`src/include/i2c_bridge_cfg.svh`:
```
`ifndef I2C_BRIDGE_CFG_SVH
`define I2C_BRIDGE_CFG_SVH

// Data word carried by both FIFOs
`define I2C_WORD_W      32

// Entries per FIFO
`define I2C_FIFO_DEPTH  8

// Equal samples needed before a filtered pin level moves
`define I2C_FILTER_LEN  4

`endif

```
`src/logic/i2c_bridge_pkg.sv`:
```
`include "i2c_bridge_cfg.svh"

package i2c_bridge_pkg;

	// One FIFO entry, four bus bytes MSB first
	typedef logic [`I2C_WORD_W-1:0] word_t;

	// Protocol engine states
	typedef enum logic [2:0] {
		IDLE,       // Bus free or transfer not for us
		ADDR,       // Shifting in the address byte
		ADDR_ACK,   // Driving the address acknowledge
		WR_DATA,    // Shifting in a write byte
		WR_ACK,     // Driving the data acknowledge
		RD_DATA,    // Shifting out a read byte
		RD_ACK      // Sampling the master acknowledge
	} i2c_state_e;

endpackage

```
`src/logic/i2c_bus_if.sv`:
```
`timescale 1ns/1ps

interface i2c_bus_if;

	logic scl;        // Filtered SCL level
	logic sda;        // Filtered SDA level
	logic start;      // Start or repeated start
	logic stop;       // Stop condition
	logic scl_rise;
	logic scl_fall;

	modport sync (
		output scl, sda, start, stop, scl_rise, scl_fall
	);

	modport engine (
		input scl, sda, start, stop, scl_rise, scl_fall
	);

endinterface

```
`src/logic/i2c_bridge_top.sv`:
```
`timescale 1ns/1ps
`include "i2c_bridge_cfg.svh"

module i2c_bridge_top (
	input  logic                   clk,
	input  logic                   rst,
	input  logic                   scl_i,
	input  logic                   sda_i,
	input  logic [6:0]             slave_addr_i,
	input  logic                   rx_pop_i,
	input  logic                   tx_push_i,
	input  i2c_bridge_pkg::word_t  tx_data_i,
	output logic                   sda_oe_o,    // Pull-low enable for SDA
	output i2c_bridge_pkg::word_t  rx_data_o,
	output logic                   rx_empty_o,
	output logic                   tx_full_o,
	output logic                   wstop_o,
	output logic                   rstop_o,
	output logic                   rerr_o
);

	logic                  rx_push;
	i2c_bridge_pkg::word_t rx_word;
	logic                  rx_full;
	logic                  tx_pop;
	i2c_bridge_pkg::word_t tx_word;
	logic                  tx_empty;

	i2c_bus_if bus ();

	i2c_pin_sync u_pin_sync (
		.clk   (clk),
		.rst   (rst),
		.scl_i (scl_i),
		.sda_i (sda_i),
		.bus   (bus)
	);

	i2c_slave_fsm u_fsm (
		.clk          (clk),
		.rst          (rst),
		.slave_addr_i (slave_addr_i),
		.rx_full_i    (rx_full),
		.tx_empty_i   (tx_empty),
		.tx_data_i    (tx_word),
		.bus          (bus),
		.sda_oe_o     (sda_oe_o),
		.rx_push_o    (rx_push),
		.rx_data_o    (rx_word),
		.tx_pop_o     (tx_pop),
		.wstop_o      (wstop_o),
		.rstop_o      (rstop_o),
		.rerr_o       (rerr_o)
	);

	// ------------------------------------------------------------------------
	// Bus to system words
	// ------------------------------------------------------------------------
	word_fifo #(.DEPTH(`I2C_FIFO_DEPTH)) u_rx_fifo (
		.clk     (clk),
		.rst     (rst),
		.push_i  (rx_push),
		.pop_i   (rx_pop_i),
		.data_i  (rx_word),
		.data_o  (rx_data_o),
		.full_o  (rx_full),
		.empty_o (rx_empty_o)
	);

	// System words to bus
	word_fifo #(.DEPTH(`I2C_FIFO_DEPTH)) u_tx_fifo (
		.clk     (clk),
		.rst     (rst),
		.push_i  (tx_push_i),
		.pop_i   (tx_pop),
		.data_i  (tx_data_i),
		.data_o  (tx_word),
		.full_o  (tx_full_o),
		.empty_o (tx_empty)
	);

endmodule

```
`src/logic/i2c_pin_sync.sv`:
```
`timescale 1ns/1ps
`include "i2c_bridge_cfg.svh"

module i2c_pin_sync (
	input  logic      clk,
	input  logic      rst,
	input  logic      scl_i,
	input  logic      sda_i,
	i2c_bus_if.sync   bus
);

	logic [`I2C_FILTER_LEN-1:0] scl_sh;
	logic [`I2C_FILTER_LEN-1:0] sda_sh;
	logic scl_q;       // Filtered levels
	logic sda_q;
	logic scl_d;       // Previous filtered levels
	logic sda_d;

	// ------------------------------------------------------------------------
	// Sampling and glitch filter
	// ------------------------------------------------------------------------
	always_ff @(posedge clk) begin
		if (rst) begin
			scl_sh <= '1;  // Idle bus is high
			sda_sh <= '1;
			scl_q  <= 1'b1;
			sda_q  <= 1'b1;
			scl_d  <= 1'b1;
			sda_d  <= 1'b1;
		end else begin
			scl_sh <= {scl_sh[`I2C_FILTER_LEN-2:0], scl_i};
			sda_sh <= {sda_sh[`I2C_FILTER_LEN-2:0], sda_i};
			// Level moves only once every sample agrees
			if (&scl_sh)
				scl_q <= 1'b1;
			else if (~|scl_sh)
				scl_q <= 1'b0;
			if (&sda_sh)
				sda_q <= 1'b1;
			else if (~|sda_sh)
				sda_q <= 1'b0;
			scl_d <= scl_q;
			sda_d <= sda_q;
		end
	end

	assign bus.scl = scl_q;
	assign bus.sda = sda_q;

	// ------------------------------------------------------------------------
	// Bus events
	// ------------------------------------------------------------------------
	always_ff @(posedge clk) begin
		if (rst) begin
			bus.start    <= 1'b0;
			bus.stop     <= 1'b0;
			bus.scl_rise <= 1'b0;
			bus.scl_fall <= 1'b0;
		end else begin
			bus.start    <= scl_q && scl_d && sda_d && !sda_q;  // SDA falls, SCL high
			bus.stop     <= scl_q && scl_d && !sda_d && sda_q;  // SDA rises, SCL high
			bus.scl_rise <= scl_q && !scl_d;
			bus.scl_fall <= !scl_q && scl_d;
		end
	end

	a_start_stop_excl: assert property (@(posedge clk) disable iff (rst)
		!(bus.start && bus.stop))
		else $error("start and stop pulsed together");

endmodule

```
`src/logic/i2c_slave_fsm.sv`:
```
`timescale 1ns/1ps
`include "i2c_bridge_cfg.svh"

module i2c_slave_fsm (
	input  logic                   clk,
	input  logic                   rst,
	input  logic [6:0]             slave_addr_i,
	input  logic                   rx_full_i,
	input  logic                   tx_empty_i,
	input  i2c_bridge_pkg::word_t  tx_data_i,
	i2c_bus_if.engine              bus,
	output logic                   sda_oe_o,   // 1 pulls SDA low
	output logic                   rx_push_o,
	output i2c_bridge_pkg::word_t  rx_data_o,
	output logic                   tx_pop_o,
	output logic                   wstop_o,    // Write ended
	output logic                   rstop_o,    // Read ended by master NACK
	output logic                   rerr_o      // Released bit read back low
);

	localparam int MSB = `I2C_WORD_W - 1;

	i2c_bridge_pkg::i2c_state_e state;
	i2c_bridge_pkg::i2c_state_e state_nxt;
	i2c_bridge_pkg::word_t      shift_buf;
	logic [2:0] bit_cnt;
	logic [1:0] byte_cnt;
	logic start_seen;    // Start seen, waiting for first SCL fall
	logic rw_flg;        // 1 for a read transfer
	logic ack_r;         // Address was acknowledged
	logic mack;          // Master ACK bit, 0 is ACK
	logic get_8bit;
	logic addr_hit;
	logic addr_ack;
	logic rd_err;
	logic pop_req;

	assign get_8bit = bus.scl_fall && bit_cnt == 3'd7;
	assign addr_hit = shift_buf[7:1] == slave_addr_i || shift_buf[7:1] == 7'd0;

	// Write needs room, read needs data
	assign addr_ack = addr_hit && (shift_buf[0] ? !tx_empty_i : !rx_full_i);

	assign rd_err = state == i2c_bridge_pkg::RD_DATA && bus.scl_rise &&
			!sda_oe_o && !bus.sda;

	// Fetch a word at the read address ACK or after a fully acked word
	assign pop_req = bus.scl_rise && !bus.sda &&
			((state == i2c_bridge_pkg::ADDR_ACK && rw_flg && ack_r) ||
			 (state == i2c_bridge_pkg::RD_ACK && byte_cnt == 2'd0));

	assign rx_data_o = shift_buf;

	// ------------------------------------------------------------------------
	// State machine
	// ------------------------------------------------------------------------
	always_ff @(posedge clk) begin
		if (rst)
			state <= i2c_bridge_pkg::IDLE;
		else
			state <= state_nxt;
	end

	always_comb begin
		state_nxt = state;
		case (state)
			i2c_bridge_pkg::IDLE:
				if (start_seen && bus.scl_fall)
					state_nxt = i2c_bridge_pkg::ADDR;
			i2c_bridge_pkg::ADDR:
				if (get_8bit)
					state_nxt = i2c_bridge_pkg::ADDR_ACK;
			i2c_bridge_pkg::ADDR_ACK:
				if (bus.scl_fall) begin
					if (!ack_r)
						state_nxt = i2c_bridge_pkg::IDLE;  // Silent until next start
					else if (rw_flg)
						state_nxt = i2c_bridge_pkg::RD_DATA;
					else
						state_nxt = i2c_bridge_pkg::WR_DATA;
				end
			i2c_bridge_pkg::WR_DATA:
				if (get_8bit)
					state_nxt = i2c_bridge_pkg::WR_ACK;
			i2c_bridge_pkg::WR_ACK:
				if (bus.scl_fall)
					state_nxt = i2c_bridge_pkg::WR_DATA;
			i2c_bridge_pkg::RD_DATA:
				if (rd_err)
					state_nxt = i2c_bridge_pkg::IDLE;
				else if (get_8bit)
					state_nxt = i2c_bridge_pkg::RD_ACK;
			i2c_bridge_pkg::RD_ACK:
				if (bus.scl_fall)
					state_nxt = mack ? i2c_bridge_pkg::IDLE : i2c_bridge_pkg::RD_DATA;
			default:
				state_nxt = i2c_bridge_pkg::IDLE;
		endcase
		// Start and stop win over everything
		if (bus.start || bus.stop)
			state_nxt = i2c_bridge_pkg::IDLE;
	end

	// ------------------------------------------------------------------------
	// Counters and flags
	// ------------------------------------------------------------------------
	always_ff @(posedge clk) begin
		if (rst || state == i2c_bridge_pkg::IDLE)
			bit_cnt <= 3'd0;
		else if (bus.scl_fall && (state == i2c_bridge_pkg::ADDR ||
				state == i2c_bridge_pkg::WR_DATA || state == i2c_bridge_pkg::RD_DATA))
			bit_cnt <= bit_cnt + 3'd1;
	end

	always_ff @(posedge clk) begin
		if (rst || state == i2c_bridge_pkg::IDLE)
			byte_cnt <= 2'd0;
		else if (get_8bit && (state == i2c_bridge_pkg::WR_DATA ||
				state == i2c_bridge_pkg::RD_DATA))
			byte_cnt <= byte_cnt + 2'd1;  // Wraps once per word
	end

	always_ff @(posedge clk) begin
		if (rst) begin
			start_seen <= 1'b0;
			rw_flg     <= 1'b0;
			ack_r      <= 1'b0;
			mack       <= 1'b1;
		end else begin
			if (bus.start)
				start_seen <= 1'b1;
			else if (bus.stop || bus.scl_fall)
				start_seen <= 1'b0;
			if (state == i2c_bridge_pkg::ADDR && get_8bit) begin
				rw_flg <= shift_buf[0];
				ack_r  <= addr_ack;
			end
			if (state == i2c_bridge_pkg::RD_ACK && bus.scl_rise)
				mack <= bus.sda;
		end
	end

	// ------------------------------------------------------------------------
	// SDA drive
	// ------------------------------------------------------------------------
	always_ff @(posedge clk) begin
		if (rst || state_nxt == i2c_bridge_pkg::IDLE)
			sda_oe_o <= 1'b0;
		else if (state == i2c_bridge_pkg::ADDR && get_8bit)
			sda_oe_o <= addr_ack;
		else if (state == i2c_bridge_pkg::ADDR_ACK && bus.scl_fall)
			sda_oe_o <= rw_flg && !shift_buf[MSB];   // First read bit or release
		else if (state == i2c_bridge_pkg::WR_DATA && get_8bit)
			sda_oe_o <= 1'b1;                        // Data ACK
		else if (state == i2c_bridge_pkg::WR_ACK && bus.scl_fall)
			sda_oe_o <= 1'b0;
		else if (state == i2c_bridge_pkg::RD_DATA && get_8bit)
			sda_oe_o <= 1'b0;                        // Let the master answer
		else if ((state == i2c_bridge_pkg::RD_DATA || state == i2c_bridge_pkg::RD_ACK) &&
				bus.scl_fall)
			sda_oe_o <= !shift_buf[MSB];
	end

	// Shift buffer, also the received word
	always_ff @(posedge clk) begin
		if (tx_pop_o)
			shift_buf <= tx_data_i;
		else if (bus.scl_rise) begin
			if (state == i2c_bridge_pkg::RD_DATA)
				shift_buf <= {shift_buf[MSB-1:0], 1'b0};
			else if (state == i2c_bridge_pkg::ADDR || state == i2c_bridge_pkg::WR_DATA)
				shift_buf <= {shift_buf[MSB-1:0], bus.sda};
		end
	end

	// ------------------------------------------------------------------------
	// FIFO strobes and status pulses
	// ------------------------------------------------------------------------
	always_ff @(posedge clk) begin
		if (rst) begin
			rx_push_o <= 1'b0;
			tx_pop_o  <= 1'b0;
			wstop_o   <= 1'b0;
			rstop_o   <= 1'b0;
			rerr_o    <= 1'b0;
		end else begin
			rx_push_o <= state == i2c_bridge_pkg::WR_DATA && get_8bit && byte_cnt == 2'd3;
			tx_pop_o  <= pop_req;
			wstop_o   <= state == i2c_bridge_pkg::WR_DATA && (bus.start || bus.stop);
			rstop_o   <= state == i2c_bridge_pkg::RD_ACK && bus.scl_fall && mack;
			rerr_o    <= rd_err;
		end
	end

	a_idle_released: assert property (@(posedge clk) disable iff (rst)
		state == i2c_bridge_pkg::IDLE |-> !sda_oe_o)
		else $error("SDA driven while idle");

	a_rx_no_overflow: assert property (@(posedge clk) disable iff (rst)
		rx_push_o |-> !rx_full_i)
		else $error("push into full receive FIFO");

	a_tx_no_underflow: assert property (@(posedge clk) disable iff (rst)
		tx_pop_o |-> !tx_empty_i)
		else $error("pop from empty transmit FIFO");

endmodule

```
`src/logic/word_fifo.sv`:
```
`timescale 1ns/1ps

module word_fifo #(
	parameter int DEPTH = 4
) (
	input  logic                   clk,
	input  logic                   rst,
	input  logic                   push_i,
	input  logic                   pop_i,
	input  i2c_bridge_pkg::word_t  data_i,
	output i2c_bridge_pkg::word_t  data_o,
	output logic                   full_o,
	output logic                   empty_o
);

	localparam int AW = (DEPTH > 1) ? $clog2(DEPTH) : 1;

	i2c_bridge_pkg::word_t mem [DEPTH];
	logic [AW-1:0] wr_ptr;
	logic [AW-1:0] rd_ptr;
	logic [AW:0]   count;
	logic do_push;
	logic do_pop;

	// Wrap at DEPTH, which need not be a power of two
	function automatic logic [AW-1:0] ptr_inc(input logic [AW-1:0] p);
		return (p == AW'(DEPTH - 1)) ? '0 : p + 1'b1;
	endfunction

	assign do_push = push_i && !full_o;
	assign do_pop  = pop_i && !empty_o;

	always_ff @(posedge clk) begin
		if (do_push)
			mem[wr_ptr] <= data_i;
	end

	always_ff @(posedge clk) begin
		if (rst) begin
			wr_ptr <= '0;
			rd_ptr <= '0;
			count  <= '0;
		end else begin
			if (do_push)
				wr_ptr <= ptr_inc(wr_ptr);
			if (do_pop)
				rd_ptr <= ptr_inc(rd_ptr);
			case ({do_push, do_pop})
				2'b10:   count <= count + 1'b1;
				2'b01:   count <= count - 1'b1;
				default: count <= count;     // Both or neither
			endcase
		end
	end

	assign data_o  = mem[rd_ptr];  // Head shows while not empty
	assign full_o  = count == (AW+1)'(DEPTH);
	assign empty_o = count == '0;

	a_no_overflow: assert property (@(posedge clk) disable iff (rst)
		push_i |-> !full_o)
		else $error("push while full");

	a_no_underflow: assert property (@(posedge clk) disable iff (rst)
		pop_i |-> !empty_o)
		else $error("pop while empty");

endmodule
```
`config.mk`:
```
export PLATFORM = sky130hd
export DESIGN_NAME = i2c_bridge_top
export DESIGN_NICKNAME = d
export VERILOG_FILES = /design/src/logic/i2c_bridge_pkg.sv /design/src/logic/i2c_bus_if.sv /design/src/logic/i2c_bridge_top.sv /design/src/logic/i2c_pin_sync.sv /design/src/logic/i2c_slave_fsm.sv /design/src/logic/word_fifo.sv
export VERILOG_INCLUDE_DIRS = /design/src /design/src/include
export SDC_FILE = /design/constraint.sdc
export NUM_CORES = 1
export LEC_CHECK = 0
export BUFFER_PORTS_ARGS = -buffer_cell sky130_fd_sc_hd__buf_2
export CORE_MARGIN = 2
export CORE_UTILIZATION = 50
export CTS_CLUSTER_SIZE = 8
export DETAILED_ROUTE_END_ITERATION = 16
export HOLD_SLACK_MARGIN = 0.05
export PLACE_DENSITY_LB_ADDON = 0.1
export SLEW_MARGIN = 5
export SYNTH_ARGS = -nofsm -noshare
export SYNTH_HDL_FRONTEND = slang
export SYNTH_SLANG_ARGS = --single-unit
```
`constraint.sdc`:
```
create_clock -name clk -period 5.28 [get_ports clk]
set_input_delay 0 -clock clk [delete_from_list [all_inputs] [get_ports clk]]
set_output_delay 0 -clock clk [all_outputs]
set_load 0.005 [all_outputs]
```
After elaboration in Yosys (flattened, before gate mapping). Memory sizes are Yosys's and may differ from the RTL's. A register that Yosys moved wholly into a read port is not among the register bits. Index checks and enable logic that the tools add are counted.

Word-level logic and storage cells: 176. Memories kept: 2. Output and inout port bits: 38. RAM bits: 512. Bits of input ports: 45. Register bits: 86.

Reductions and logical operators: 75. Add/sub/neg operators: 10. Muxes and demuxes: 40. Equal/unequal tests: 19.

Memories: u_rx_fifo.mem (words 8, width 32, rd ports 1, clocked after Yosys merged registers in 1, write ports 1, line word_fifo.sv:18) `i2c_bridge_pkg::word_t mem [DEPTH];`; u_tx_fifo.mem (words 8, width 32, rd ports 1, clocked after Yosys merged registers in 1, write ports 1, line word_fifo.sv:18).

Operator list (count): $mux 32 (4); $mux 3 (20); $logic_and 1x1->1 (36); $eq 3x3->1 const B (8); $pmux 3 s7 (1); $pmux 4 s2 (2); $add 3x1->3 const B (5); $mux 1 (13); $logic_not 1->1 (10); $logic_or 1x1->1 (10); $add 4x1->4 const B (2); $eq 4x4->1 const B (2); $logic_not 4->1 (2); $reduce_and 4->1 (2); $reduce_bool 2->1 (4); $reduce_or 4->1 (2); $sub 4x1->4 const B (2); $eq 7x7->1 (1); $logic_not 7->1 (1); $eq 2x2->1 const B (3); $eq 3x2->1 const B (2); $logic_not 3->1 (2); $reduce_bool 6->1 (1); $eq 2x1->1 const B (2); 6 further kinds (7).

Longest topological paths before layout. Gate-level depths: netlist of run 1.

Word-level depth: 9. Mapped depth: 10. Depth with buffers taken out: 10.

Cells and area by module. From an unflattened synthesis of run 1, not the netlist that was laid out.

Cell total of the unflattened synthesis: 1142. Area total of the unflattened synthesis: 23890.4 um^2.

By module, submodules not included: word_fifo (u_rx_fifo) (cells an instance 450, area an instance 10430.0 um^2, instances 1, sequential area each 7947.6 um^2); word_fifo (u_tx_fifo) (cells an instance 450, area an instance 10426.2 um^2, instances 1, sequential area each 7947.6 um^2); i2c_slave_fsm (cells an instance 203, area an instance 2529.9 um^2, instances 1, sequential area each 1321.3 um^2); i2c_pin_sync (cells an instance 39, area an instance 504.2 um^2, instances 1, sequential area each 320.3 um^2).

Least setup slack after synthesis of run 1. OpenSTA, ideal clock, no wires.

Path type: register to register. Start: register u_tx_fifo.count[0]. End: memory u_tx_fifo.mem[0][0] (netlist name) (enable). Setup time: 0.501 ns. Required time: 4.779 ns. Path buffers: 0. Data arrival time: 3.843 ns. Period minus slack after synthesis: 4.344 ns. Path slack: 0.936 ns. Stages on the path, launching flop included: 5. Path through: dfxtp_1 > nor3_1 > nand2_1 > nand2_1 > nor4_1.

Cells in the longest elaborated chain, start to end: 5.

RTL lines: start, declared (line word_fifo.sv:21) `logic [AW:0] count;`; start signal, assigned (line word_fifo.sv:49) `2'b10: count <= count + 1'b1;`; start signal, assigned (line word_fifo.sv:50) `2'b01: count <= count - 1'b1;`; start signal, assigned (line word_fifo.sv:51) `default: count <= count;`; $eq 4x4->1 (line word_fifo.sv:57) `assign full_o = count == (AW+1)'(DEPTH);`; $logic_not 1->1 (line word_fifo.sv:30) `assign do_push = push_i && !full_o;`; $logic_and 1x1->1 (line word_fifo.sv:30); $mux 1 (line word_fifo.sv:34) `if (do_push)`; $mux 1 (implied by the code) (line word_fifo.sv:35) `mem[wr_ptr] <= data_i;`; end, declared (line word_fifo.sv:18).

Every way passes these cells.

==> out/metrics.cfg, run 1 <==
[status]
status=finished, final reports clean

[floorplan]
die-area_mm2=0.04814
core-area_mm2=0.04558
die_x_um=219.4
pin_count=83
die_y_um=219.4
start_util_pct=50.90
num_rows=78

[setup_path]
r2r_end=u_fsm.ack_r$_SDFFE_PP0P_
path_cells=buf_4 -> mux4_2 -> mux2_2 -> buf_2
arrival_ps=3120
ff2ff_setup_slack_ps=2250
cp-start-kind=flip-flop
cp-endpoint=rx_data_o[5]
crit_required_ps=5280
slowest_delay_ps=920
crit_type=reg -> out
critPathCaptureType=output pin
cp_max_fo=42
r2r-start=u_fsm.rx_data_o[7]$_DFFE_PP_
cpMaxStageDelayCell=dfxtp_4
reg2reg_depth=7

[cts]
cts_buffer_depth=3
cts_resized=0
tritoncts=built
cts_buffers=85
clock_sinks=604
clk_latency_ps=600
cts-root-buf=clkbuf_16
htree_num_levels=3
clkTransAtPathRegs_ps=50

[finish]
drive_above_1_share_pct=28.93
nets=1409
layout_commonest_cell=edfxtp_1
nFillCells=3302
area_growth_pct=17.22
layout_common_cells=edfxtp_1, mux4_2, clkbuf_16

[global_route]
grt_pass1_vias=11661
grtUsageTotal_pct=19.93
grt_max_degree=66
antenna_found_initial=5
grt_first_pass_wirelength_um=70410
grt-ovfl-total=0

[flow_run]
maxCapViolations=0

[synthesis]
syn-num-nets=1230
synthCells=1165
yosys_warnings=0
syn_avg_cell_area_um2=19.91
async_flop_share_pct=0
ys_ff_latch=604
synth_ff_type=edfxtp_1
ys_seq_area_share_pct=75.59
syn-cell-area_mm2=0.02320
synth_edf_count=544
yosysUniqueCellTypes=49

[sta]
relSlewSlack_pct=29.15
fin_setup_tns_ps=0
rsz0062_at_grt=false
fin_crit_sh_pct=59.02
final_max_slew_viol_count=0
setup_viol=0
hold_violations=0
fin_ws_ps=2164
clock.fmax_mhz=320.9
fin_crit_ps=3116
max_slew.worst_pin.slew_ps=1063
skew_ps=14.59

[drt]
drt_first_pass_iters=5
drcViolationCount=0
drt_iter0_drc=811
met2_length_um=22620
highest_layer=met5
wl_um=45980
dr_total_vias=11102
viasPerCell=5.627
ant_nets=0
avgRoutedWirePerCell_um=23.31
met3_length_um=2046
wl_met1_um=20520

[pwr]
leakagePower_uw=0.008757
ir_drop_v=0.0002785
power-per-cell-area_mw_per_mm2=376.4

[placement]
place.gp.congestion=0.7558
place_hpwl_um=24200
pre_cts_slack_ps=2473
io_buffers=82

[min_path]
hp-class=in -> reg

## logic make-up after synthesis
family	Yosys count	synth area share (%)
simple gates	175	3.732
compound gates	85	2.098
flops	604	75.59
fa+ha+maj	20	1.143
mux	198	15.62
buf+inv	67	1.208
xor+xnor	16	0.6041
## worst max-delay path: cells and delay by family, from the launching register on
family	cells	cell delay [ps]
buffers and inverters	2	700
multiplexers	2	870
flip-flops	1	920
## power by group
| part | total, uW | switching [uW] | internal [uW] |
|---|---|---|---|
| Clock | 4840 | 1820 | 3020 |
| Sequential | 5240 | 13.5 | 5220 |
| Combinational | 156 | 91.1 | 64.8 |
| Total | 10200 | 1930 | 8310 |
## layer usage
metal	vias up	track usage, %
met4	4	5.923
met3	74	3.950
met5	-	0
li1	5060	-
met1	5736	27.34
met2	228	32.61
## sequential cells by signal (all words and copies together), names as in the netlist, 4 cells and up, named ones only
register,cells
u_rx_fifo.mem,256
u_pin_sync.sda_sh,4
u_pin_sync.scl_sh,4
u_rx_fifo.count,4
u_tx_fifo.mem,256
u_tx_fifo.count,4
u_fsm.rx_data_o,32
## synth_stat cells, types with 8 or more instances
master	n	area, um2
or2_2	10	62.56
a21oi_1	59	295.3
nand2_1	25	93.84
mux2i_1	37	370.4
buf_2	20	100.1
inv_1	14	52.55
mux2_2	33	371.6
edfxtp_1	544	16340
buf_1	9	33.78
nand2b_1	11	68.82
mux4_2	128	2883
nor2_1	65	244.0
nor3_1	16	80.08
ha_1	18	225.2
xnor2_1	8	70.07
clkbuf_1	23	86.33
xor2_1	8	70.07
nand3_1	13	65.06
dfxtp_1	60	1201
## layout make-up
cell class	instances	area, um2	share of cell area [%]
timing repair buffer	145	985.9	3.625
inverter	14	52.55	0.1932
clock inverter	3	41.29	0.1518
clock buffer	109	2323	8.544
multi-input combinational	494	5480	20.15
antenna	4	10.01	0.03681
sequential	604	17550	64.54
tap	600	750.7	2.761
## timing repair
action | in CTS | in global routing
buffers inserted | 0 | 0
hold buffers | 41 | 0
hold endpoints to repair | 286 | 0
## how the worst min path moves through the flow
| stage | start | end | slack [ps] | cells after the start |
|---|---|---|---|---|
| final | sda_i | u_pin_sync.sda_sh[0]$_SDFF_PP1_ | 130 | 3 |
| after CTS | sda_i | u_pin_sync.sda_sh[0]$_SDFF_PP1_ | 90 | 3 |
| after detailed placement | scl_i | u_pin_sync.scl_sh[0]$_SDFF_PP1_ | 190 | 2 |
| after global placement | sda_i | u_pin_sync.sda_sh[0]$_SDFF_PP1_ | 180 | 2 |
| after global routing | scl_i | u_pin_sync.scl_sh[0]$_SDFF_PP1_ | 140 | 3 |
| after floorplan | rst | u_fsm.rx_push_o$_SDFF_PP0_ | 80 | 1 |
## through the flow
stage               instances  total power, uW  hold WS (ps)  area (um2)  util (%)
floorplan                1165             5386         77.52       23200         -
global placement         1816             5452         182.9       24410     53.56
detailed placement       1816             5458         189.3       24410     53.56
CTS                      1969            10350         92.71       27180     59.65
global route             1970            10570         135.1       27190     59.65
finish                   1973            10240         128.7       27190     59.67
Power figures use the tool's default switching activity.
==> run 2, diff against run 1 <==
==> constraint.sdc (replaced) <==
create_clock -name clk -period 2.6 [get_ports clk]
set_input_delay 0 -clock clk [delete_from_list [all_inputs] [get_ports clk]]
set_output_delay 0 -clock clk [all_outputs]
set_load 0.005 [all_outputs]
==> out/metrics.cfg, run 2 (synthesis results as in run 1) <==
[status]
status=finished, final reports clean

[cts]
cts_buffer_depth=3  ; unchanged
clk_latency_ps=600  ; about the same
tritoncts=built
clock_sinks=604  ; unchanged
clkTransAtPathRegs_ps=50  ; about the same
cts_buffers=85  ; unchanged
htree_num_levels=3  ; unchanged
cts-root-buf=clkbuf_16

[finish]
layout_common_cells=edfxtp_1, mux4_2, clkbuf_16
nets=1423  ; +0.99%
area_growth_pct=18.58
finish.instance_area_mm2=0.02751  ; +1.2%
drive_above_1_share_pct=30.11  ; +1.2 points
layout_commonest_cell=edfxtp_1

[floorplan]
pin_count=83  ; unchanged
num_rows=78  ; unchanged
die-area_mm2=0.04814  ; unchanged
core-area_mm2=0.04558  ; unchanged
die_x_um=219.4  ; unchanged
start_util_pct=50.90  ; unchanged
die_y_um=219.4  ; unchanged

[flow_run]
maxCapViolations=0  ; unchanged

[setup_path]
cp-start-kind=flip-flop
ff2ff_setup_slack_ps=190  ; -2060 ps
critPathCaptureType=flip-flop
cp_max_fo=5  ; -88%
arrival_ps=2940  ; -180 ps
crit_required_ps=3120  ; -2160 ps
crit_type=reg -> reg

[global_route]
grt_first_pass_wirelength_um=69260  ; -1.6%
grtUsageTotal_pct=19.57  ; -0.36 points
grt_pass1_vias=11732  ; +0.61%
antenna_found_initial=2  ; -3
grt-ovfl-total=0  ; unchanged
grt_max_degree=66  ; unchanged

[drt]
wl_um=45050  ; -2.0%
drt_iter0_drc=754  ; -7.0%
ant_nets=0  ; unchanged
drt_first_pass_iters=4  ; -1
dr_total_vias=11203  ; +0.91%
viasPerCell=5.670  ; +0.76%
drcViolationCount=0  ; unchanged
avgRoutedWirePerCell_um=22.80  ; -2.2%

[sta]
fin_crit_ps=2414
fin_setup_tns_ps=0  ; unchanged
final_max_slew_viol_count=0  ; unchanged
hold_violations=0  ; unchanged
max_slew.worst_pin.slew_ps=1029  ; -33.89 ps
clock.fmax_mhz=414.3
fin_crit_sh_pct=92.83
setup_viol=0  ; unchanged
relSlewSlack_pct=31.19  ; +2.0 points
rsz0062_at_grt=false
skew_ps=14.95  ; +0.3600 ps

[placement]
place.gp.congestion=0.7337  ; -2.9%
place_hpwl_um=24590  ; +1.6%
dpl_cell_area_mm2=0.02481  ; +1.6%
io_buffers=82  ; unchanged

[pwr]
power-per-cell-area_mw_per_mm2=745.8  ; +98%
ir_drop_v=0.0005338  ; +92%
clockPowerShare_pct=46.5  ; -0.8 points
comb_power_share_pct=1.6  ; about the same
p_seq_share_pct=51.9  ; +0.7 points
switching_share_pct=18.81  ; about the same
leakagePower_uw=0.008847  ; +1.0%
power_switching_uw=3859  ; +100%
p_int_uw=16660  ; +100%

[min_path]
hp-class=in -> reg

run 2: cell types whose count changed in the layout (fill, tap and decap cells not counted), sizes merged:
cell / delta
clkinv: +1
diode: -3
dlygate4sd3: -2
inv: +1
clkbuf: -10
buf: +16
run 2: final timing paths:
kind,startpoint,to,depth (start not counted)
setup / recovery,u_rx_fifo.count[0]$_SDFFE_PP0P_,u_rx_fifo.count[3]$_SDFFE_PP0P_,9
hold / removal,slave_addr_i[6],u_fsm.ack_r$_SDFFE_PP0P_,7
setup reg to reg,u_rx_fifo.count[0]$_SDFFE_PP0P_,u_rx_fifo.count[3]$_SDFFE_PP0P_,9
hold reg to reg,u_pin_sync.sda_d$_SDFF_PP1_,u_pin_sync.bus.stop$_SDFF_PP0_,1
run 2: metrics by stage:
stage / hold slack, ps / instances / worst slack [ps] / power, uW / util [%]
after global placement: 183.5 / 1831 / 161.4 / 11090 / 54.43
after global routing: 131.7 / 1975 / 3.274 / 21180 / 60.36
after detailed placement: 191.3 / 1831 / 125.6 / 11100 / 54.43
final: 67.40 / 1976 / 186.3 / 20520 / 60.36
after floorplan: 77.52 / 1165 / -907.5 / 10940 / -
after CTS: 72.69 / 1974 / 26.23 / 20770 / 60.28
run 2: worst max-delay path: stages, from the launching register on:
cell     delay (ps)
dfxtp_1         350
or4b_4          560
nand2_2         120
ha_2            210
ha_1            220
a21o_1          170
a21oi_1         170
xnor2_1          90
or3_1           300
a21oi_1         130
run 2: power groups by stage:
stage                     Sequential (uW)  Clock (uW)  Combinational (uW)
after detailed placement            10800           0                 289
after global placement              10800           0                 283
after floorplan                     10800           0                 123
after global routing                10600       10200                 365
after CTS                           10600        9790                 338
final                               10600        9550                 333
run 2: layout make-up:
cell class	count	area, um2
sequential	604	17550
clock inverter	5	55.05
fill	3269	18060
multi-input combinational	494	5548
tap	600	750.7
antenna	1	2.502
clock buffer	99	2222
inverter	14	52.55
timing repair buffer	159	1331
run 2: per-layer routing:
layer / part of all wire, % / track usage [%] / vias to the layer above
li1: - / - / 5083
met1: 46 / 27.82 / 5856
met2: 49 / 30.95 / 211
met3: 3.9 / 3.410 / 51
met4: 1.6 / 6.599 / 2
met5: 0.016 / 0 / -
run 2: timing repair:
action / CTS / global route
gates resized for setup: 0 / 4
hold buffers: 39 / 0
endpoints found under the hold margin: 288 / 0
setup endpoints to repair: 0 / 16
buffers inserted: 0 / 1
==> run 3, diff against run 2 <==
--- a/config.mk
+++ b/config.mk
@@ -11,9 +11,11 @@
 export CORE_UTILIZATION = 50
 export CTS_CLUSTER_SIZE = 8
 export DETAILED_ROUTE_END_ITERATION = 16
+export GPL_TIMING_DRIVEN = 0
 export HOLD_SLACK_MARGIN = 0.05
 export PLACE_DENSITY_LB_ADDON = 0.1
 export SLEW_MARGIN = 5
 export SYNTH_ARGS = -nofsm -noshare
 export SYNTH_HDL_FRONTEND = slang
+export SYNTH_HIERARCHICAL = 1
 export SYNTH_SLANG_ARGS = --single-unit
==> out/metrics.cfg, run 3 <==
[cts]
cts-root-buf=clkbuf_16
cts_buffer_depth=3  ; unchanged
clk_latency_ps=600  ; about the same
htree_num_levels=3  ; unchanged
tritoncts=built
clock_sinks=604  ; unchanged
clkTransAtPathRegs_ps=50  ; about the same
cts_buffers=85  ; unchanged

[drt]
drcViolationCount=0  ; unchanged
drt_first_pass_iters=6  ; +2
wl_um=47380  ; +5.2%
drt_iter0_drc=696  ; -7.7%
avgRoutedWirePerCell_um=23.48  ; +3.0%
dr_total_vias=11480  ; +2.5%
viasPerCell=5.689  ; +0.34%
ant_nets=0  ; unchanged

[global_route]
grt-ovfl-total=0  ; unchanged
grt_max_degree=33  ; -50%
grt_first_pass_wirelength_um=71930  ; +3.9%
grtUsageTotal_pct=19.57  ; about the same
grt_pass1_vias=11811  ; +0.67%
antenna_found_initial=2  ; unchanged

[pwr]
power-per-cell-area_mw_per_mm2=725.5  ; -2.7%
p_int_uw=16740  ; +0.46%
leakagePower_uw=0.009420  ; +6.5%
power_switching_uw=3913  ; +1.4%
clockPowerShare_pct=46.7  ; +0.2 points
power.total_uw=20650  ; +0.63%
switching_share_pct=18.95  ; +0.14 points
p_seq_share_pct=51.5  ; -0.4 points
comb_power_share_pct=1.8  ; +0.2 points
ir_drop_v=0.0005855  ; +9.7%

[synthesis]
yosys_warnings=6  ; +6
yosysMostFrequentCell=edfxtp_1
syn-cell-area_mm2=0.02389  ; +3.0%
synth.top_cell.area_share_pct=68.38  ; -2.0 points
synth_top_cells_by_count=edfxtp_1, mux2_2, mux4_2
yosysUniqueCellTypes=64  ; +31%
synthCells=1142  ; -2.0%
ys_ff_latch=604  ; unchanged
synth_ff_type=edfxtp_1
synth_edf_count=544  ; unchanged
syn-num-nets=1205  ; -2.0%
syn_avg_cell_area_um2=20.92  ; +5.1%
async_flop_share_pct=0  ; unchanged
ys_seq_area_share_pct=73.41  ; -2.2 points
synth_largest_area_cell=edfxtp_1
synthTopCellsByArea=edfxtp_1, mux4_2, mux4_1

[flow_run]
maxCapViolations=0  ; unchanged

[finish]
final_cells=2018  ; +2.1%
nFillCells=3431  ; +5.0%
nets=1447  ; +1.7%
layout_commonest_cell=edfxtp_1
layout_common_cells=edfxtp_1, buf_2, mux2_2
fin_util_pct=59.99  ; -0.38 points
drive_above_1_share_pct=33.59  ; +3.5 points
area_growth_pct=19.13

[floorplan]
core-area_mm2=0.04745  ; +4.1%
die_x_um=222.6  ; +1.5%
pin_count=83  ; unchanged
die-area_mm2=0.04955  ; +2.9%
die_y_um=222.6  ; +1.5%
num_rows=80  ; +2.6%
start_util_pct=50.35  ; -0.55 points

[setup_path]
cpMostUsedCell=buf_2
critPathCaptureType=output pin
cp_max_fo=10  ; +5
arrival_ps=2470  ; -470 ps
path_buf_inv=2  ; +2
path_cells=buf_2 -> mux4_2 -> mux2_2 -> buf_2
cp-start-kind=flip-flop
ff2ff_setup_slack_ps=180  ; about the same
crit_type=reg -> out
crit_required_ps=2600  ; -520 ps
crit_family=multiplexers
slowest_delay_ps=620  ; +60 ps
cpMaxStageDelayCell=dfxtp_1

[sta]
fin_crit_sh_pct=95.05  ; +2.2 points
fin_setup_tns_ps=0  ; unchanged
hold_violations=0  ; unchanged
fin_crit_ps=2471  ; +57.69 ps
fin_ws_ps=128.6  ; -57.69 ps
max_slew.worst_pin.slew_ps=839.6  ; -189.3 ps
final_max_slew_viol_count=0  ; unchanged
skew_ps=14.07  ; -0.8841 ps
rsz0062_at_grt=false
relSlewSlack_pct=44.03  ; +13 points
setup_viol=0  ; unchanged
clock.fmax_mhz=404.6  ; -2.3%

[min_path]
hp-class=in -> reg

[status]
status=finished, final reports clean

[placement]
dp.cells=1873  ; +2.3%
io_buffers=82  ; unchanged
place_hpwl_um=30300  ; +23%
place.gp.congestion=0.8172  ; +11%
pre_cts_slack_ps=-176.1  ; -301.7 ps

==> run 3: timing repair <==
item / in CTS / in global routing
pin swaps: 2 / 1
cloned: 0 / 0
endpoints found under the hold margin: 287 / 0
gates resized for setup: 9 / 5
buffers inserted: 1 / 2
hold buffers: 39 / 0
setup endpoints to repair: 48 / 3
==> run 3: final cells by class <==
class | count | area, um2 | share of cell area [%]
flip-flops and latches | 604 | 17540 | 61.62
well taps | 615 | 769.5 | 2.704
multi-input cells | 469 | 6131 | 21.54
inverters | 9 | 33.78 | 0.1187
diodes | 1 | 2.502 | 0.008792
clock buffers | 99 | 2201 | 7.733
repair buffers | 158 | 1315 | 4.620
plain buffers | 57 | 390.4 | 1.372
clock inverters | 6 | 81.33 | 0.2858
==> run 3: path summary, 6_finish.rpt <==
| path | startpoint | endpoint | cells past startpoint |
|---|---|---|---|
| hold / removal | slave_addr_i[1] | u_fsm/sda_oe_o$_SDFFE_PP0P_ | 6 |
| setup reg to reg | u_tx_fifo/count[1]$_SDFFE_PP0P_ | u_tx_fifo/count[3]$_SDFFE_PP0P_ | 9 |
| setup / recovery | flip-flop | rx_data_o[8] | 4 |
| hold reg to reg | u_pin_sync/sda_d$_SDFF_PP1_ | u_pin_sync/bus.stop$_SDFF_PP0_ | 1 |
==> run 3: worst reg2reg max path: stages (launching register included) <==
cell	delay [ps]
dfxtp_1	290
buf_4	160
nor3_2	230
a21bo_1	130
buf_4	220
ha_2	280
nand2_1	70
mux2_2	260
o41ai_1	310
mux2_1	350
==> run 3: per-layer routing <==
layer	routed length [um]	GRT usage [%]	vias up	share of wire, %
met3	2349	3.888	73	5.0
met2	22700	31.15	267	48
met4	854	6.343	0	1.8
met5	0	0	-	0
met1	21470	27.47	5945	45
li1	-	-	5195	-
==> run 3: through the flow <==
| step | area [um2] | hold WS, ps |
|---|---|---|
| after floorplan | 23960 | 62.44 |
| after global placement | 25140 | 195.3 |
| after detailed placement | 25710 | 198.7 |
| after CTS | 28430 | 70.63 |
| after global routing | 28460 | 130.0 |
| final | 28460 | 91.07 |
==> run 3: power by group through the flow <==
| stage | combinational, uW | clock [uW] | sequential, uW |
|---|---|---|---|
| after detailed placement | 322 | 0 | 10800 |
| after floorplan | 147 | 0 | 10800 |
| final | 375 | 9640 | 10600 |
| after global routing | 408 | 10300 | 10600 |
| after CTS | 377 | 9870 | 10600 |
| after global placement | 289 | 0 | 10800 |
==> run 3: kinds of logic (layout without fill, tap and decap cells) <==
kind of cell | after synthesis | count (layout) | share of synthesized area (%)
other | 0 | 1 | 0
DFF | 604 | 604 | 73.41
adders and majority gates | 18 | 18 | 0.9427
xor gates and xnor gates | 17 | 17 | 0.6232
buffers and inverters | 69 | 329 | 1.791
muxes | 237 | 237 | 18.04
and+or+nand+nor | 143 | 143 | 3.509
AOI/OAI and AO/OA | 54 | 54 | 1.692
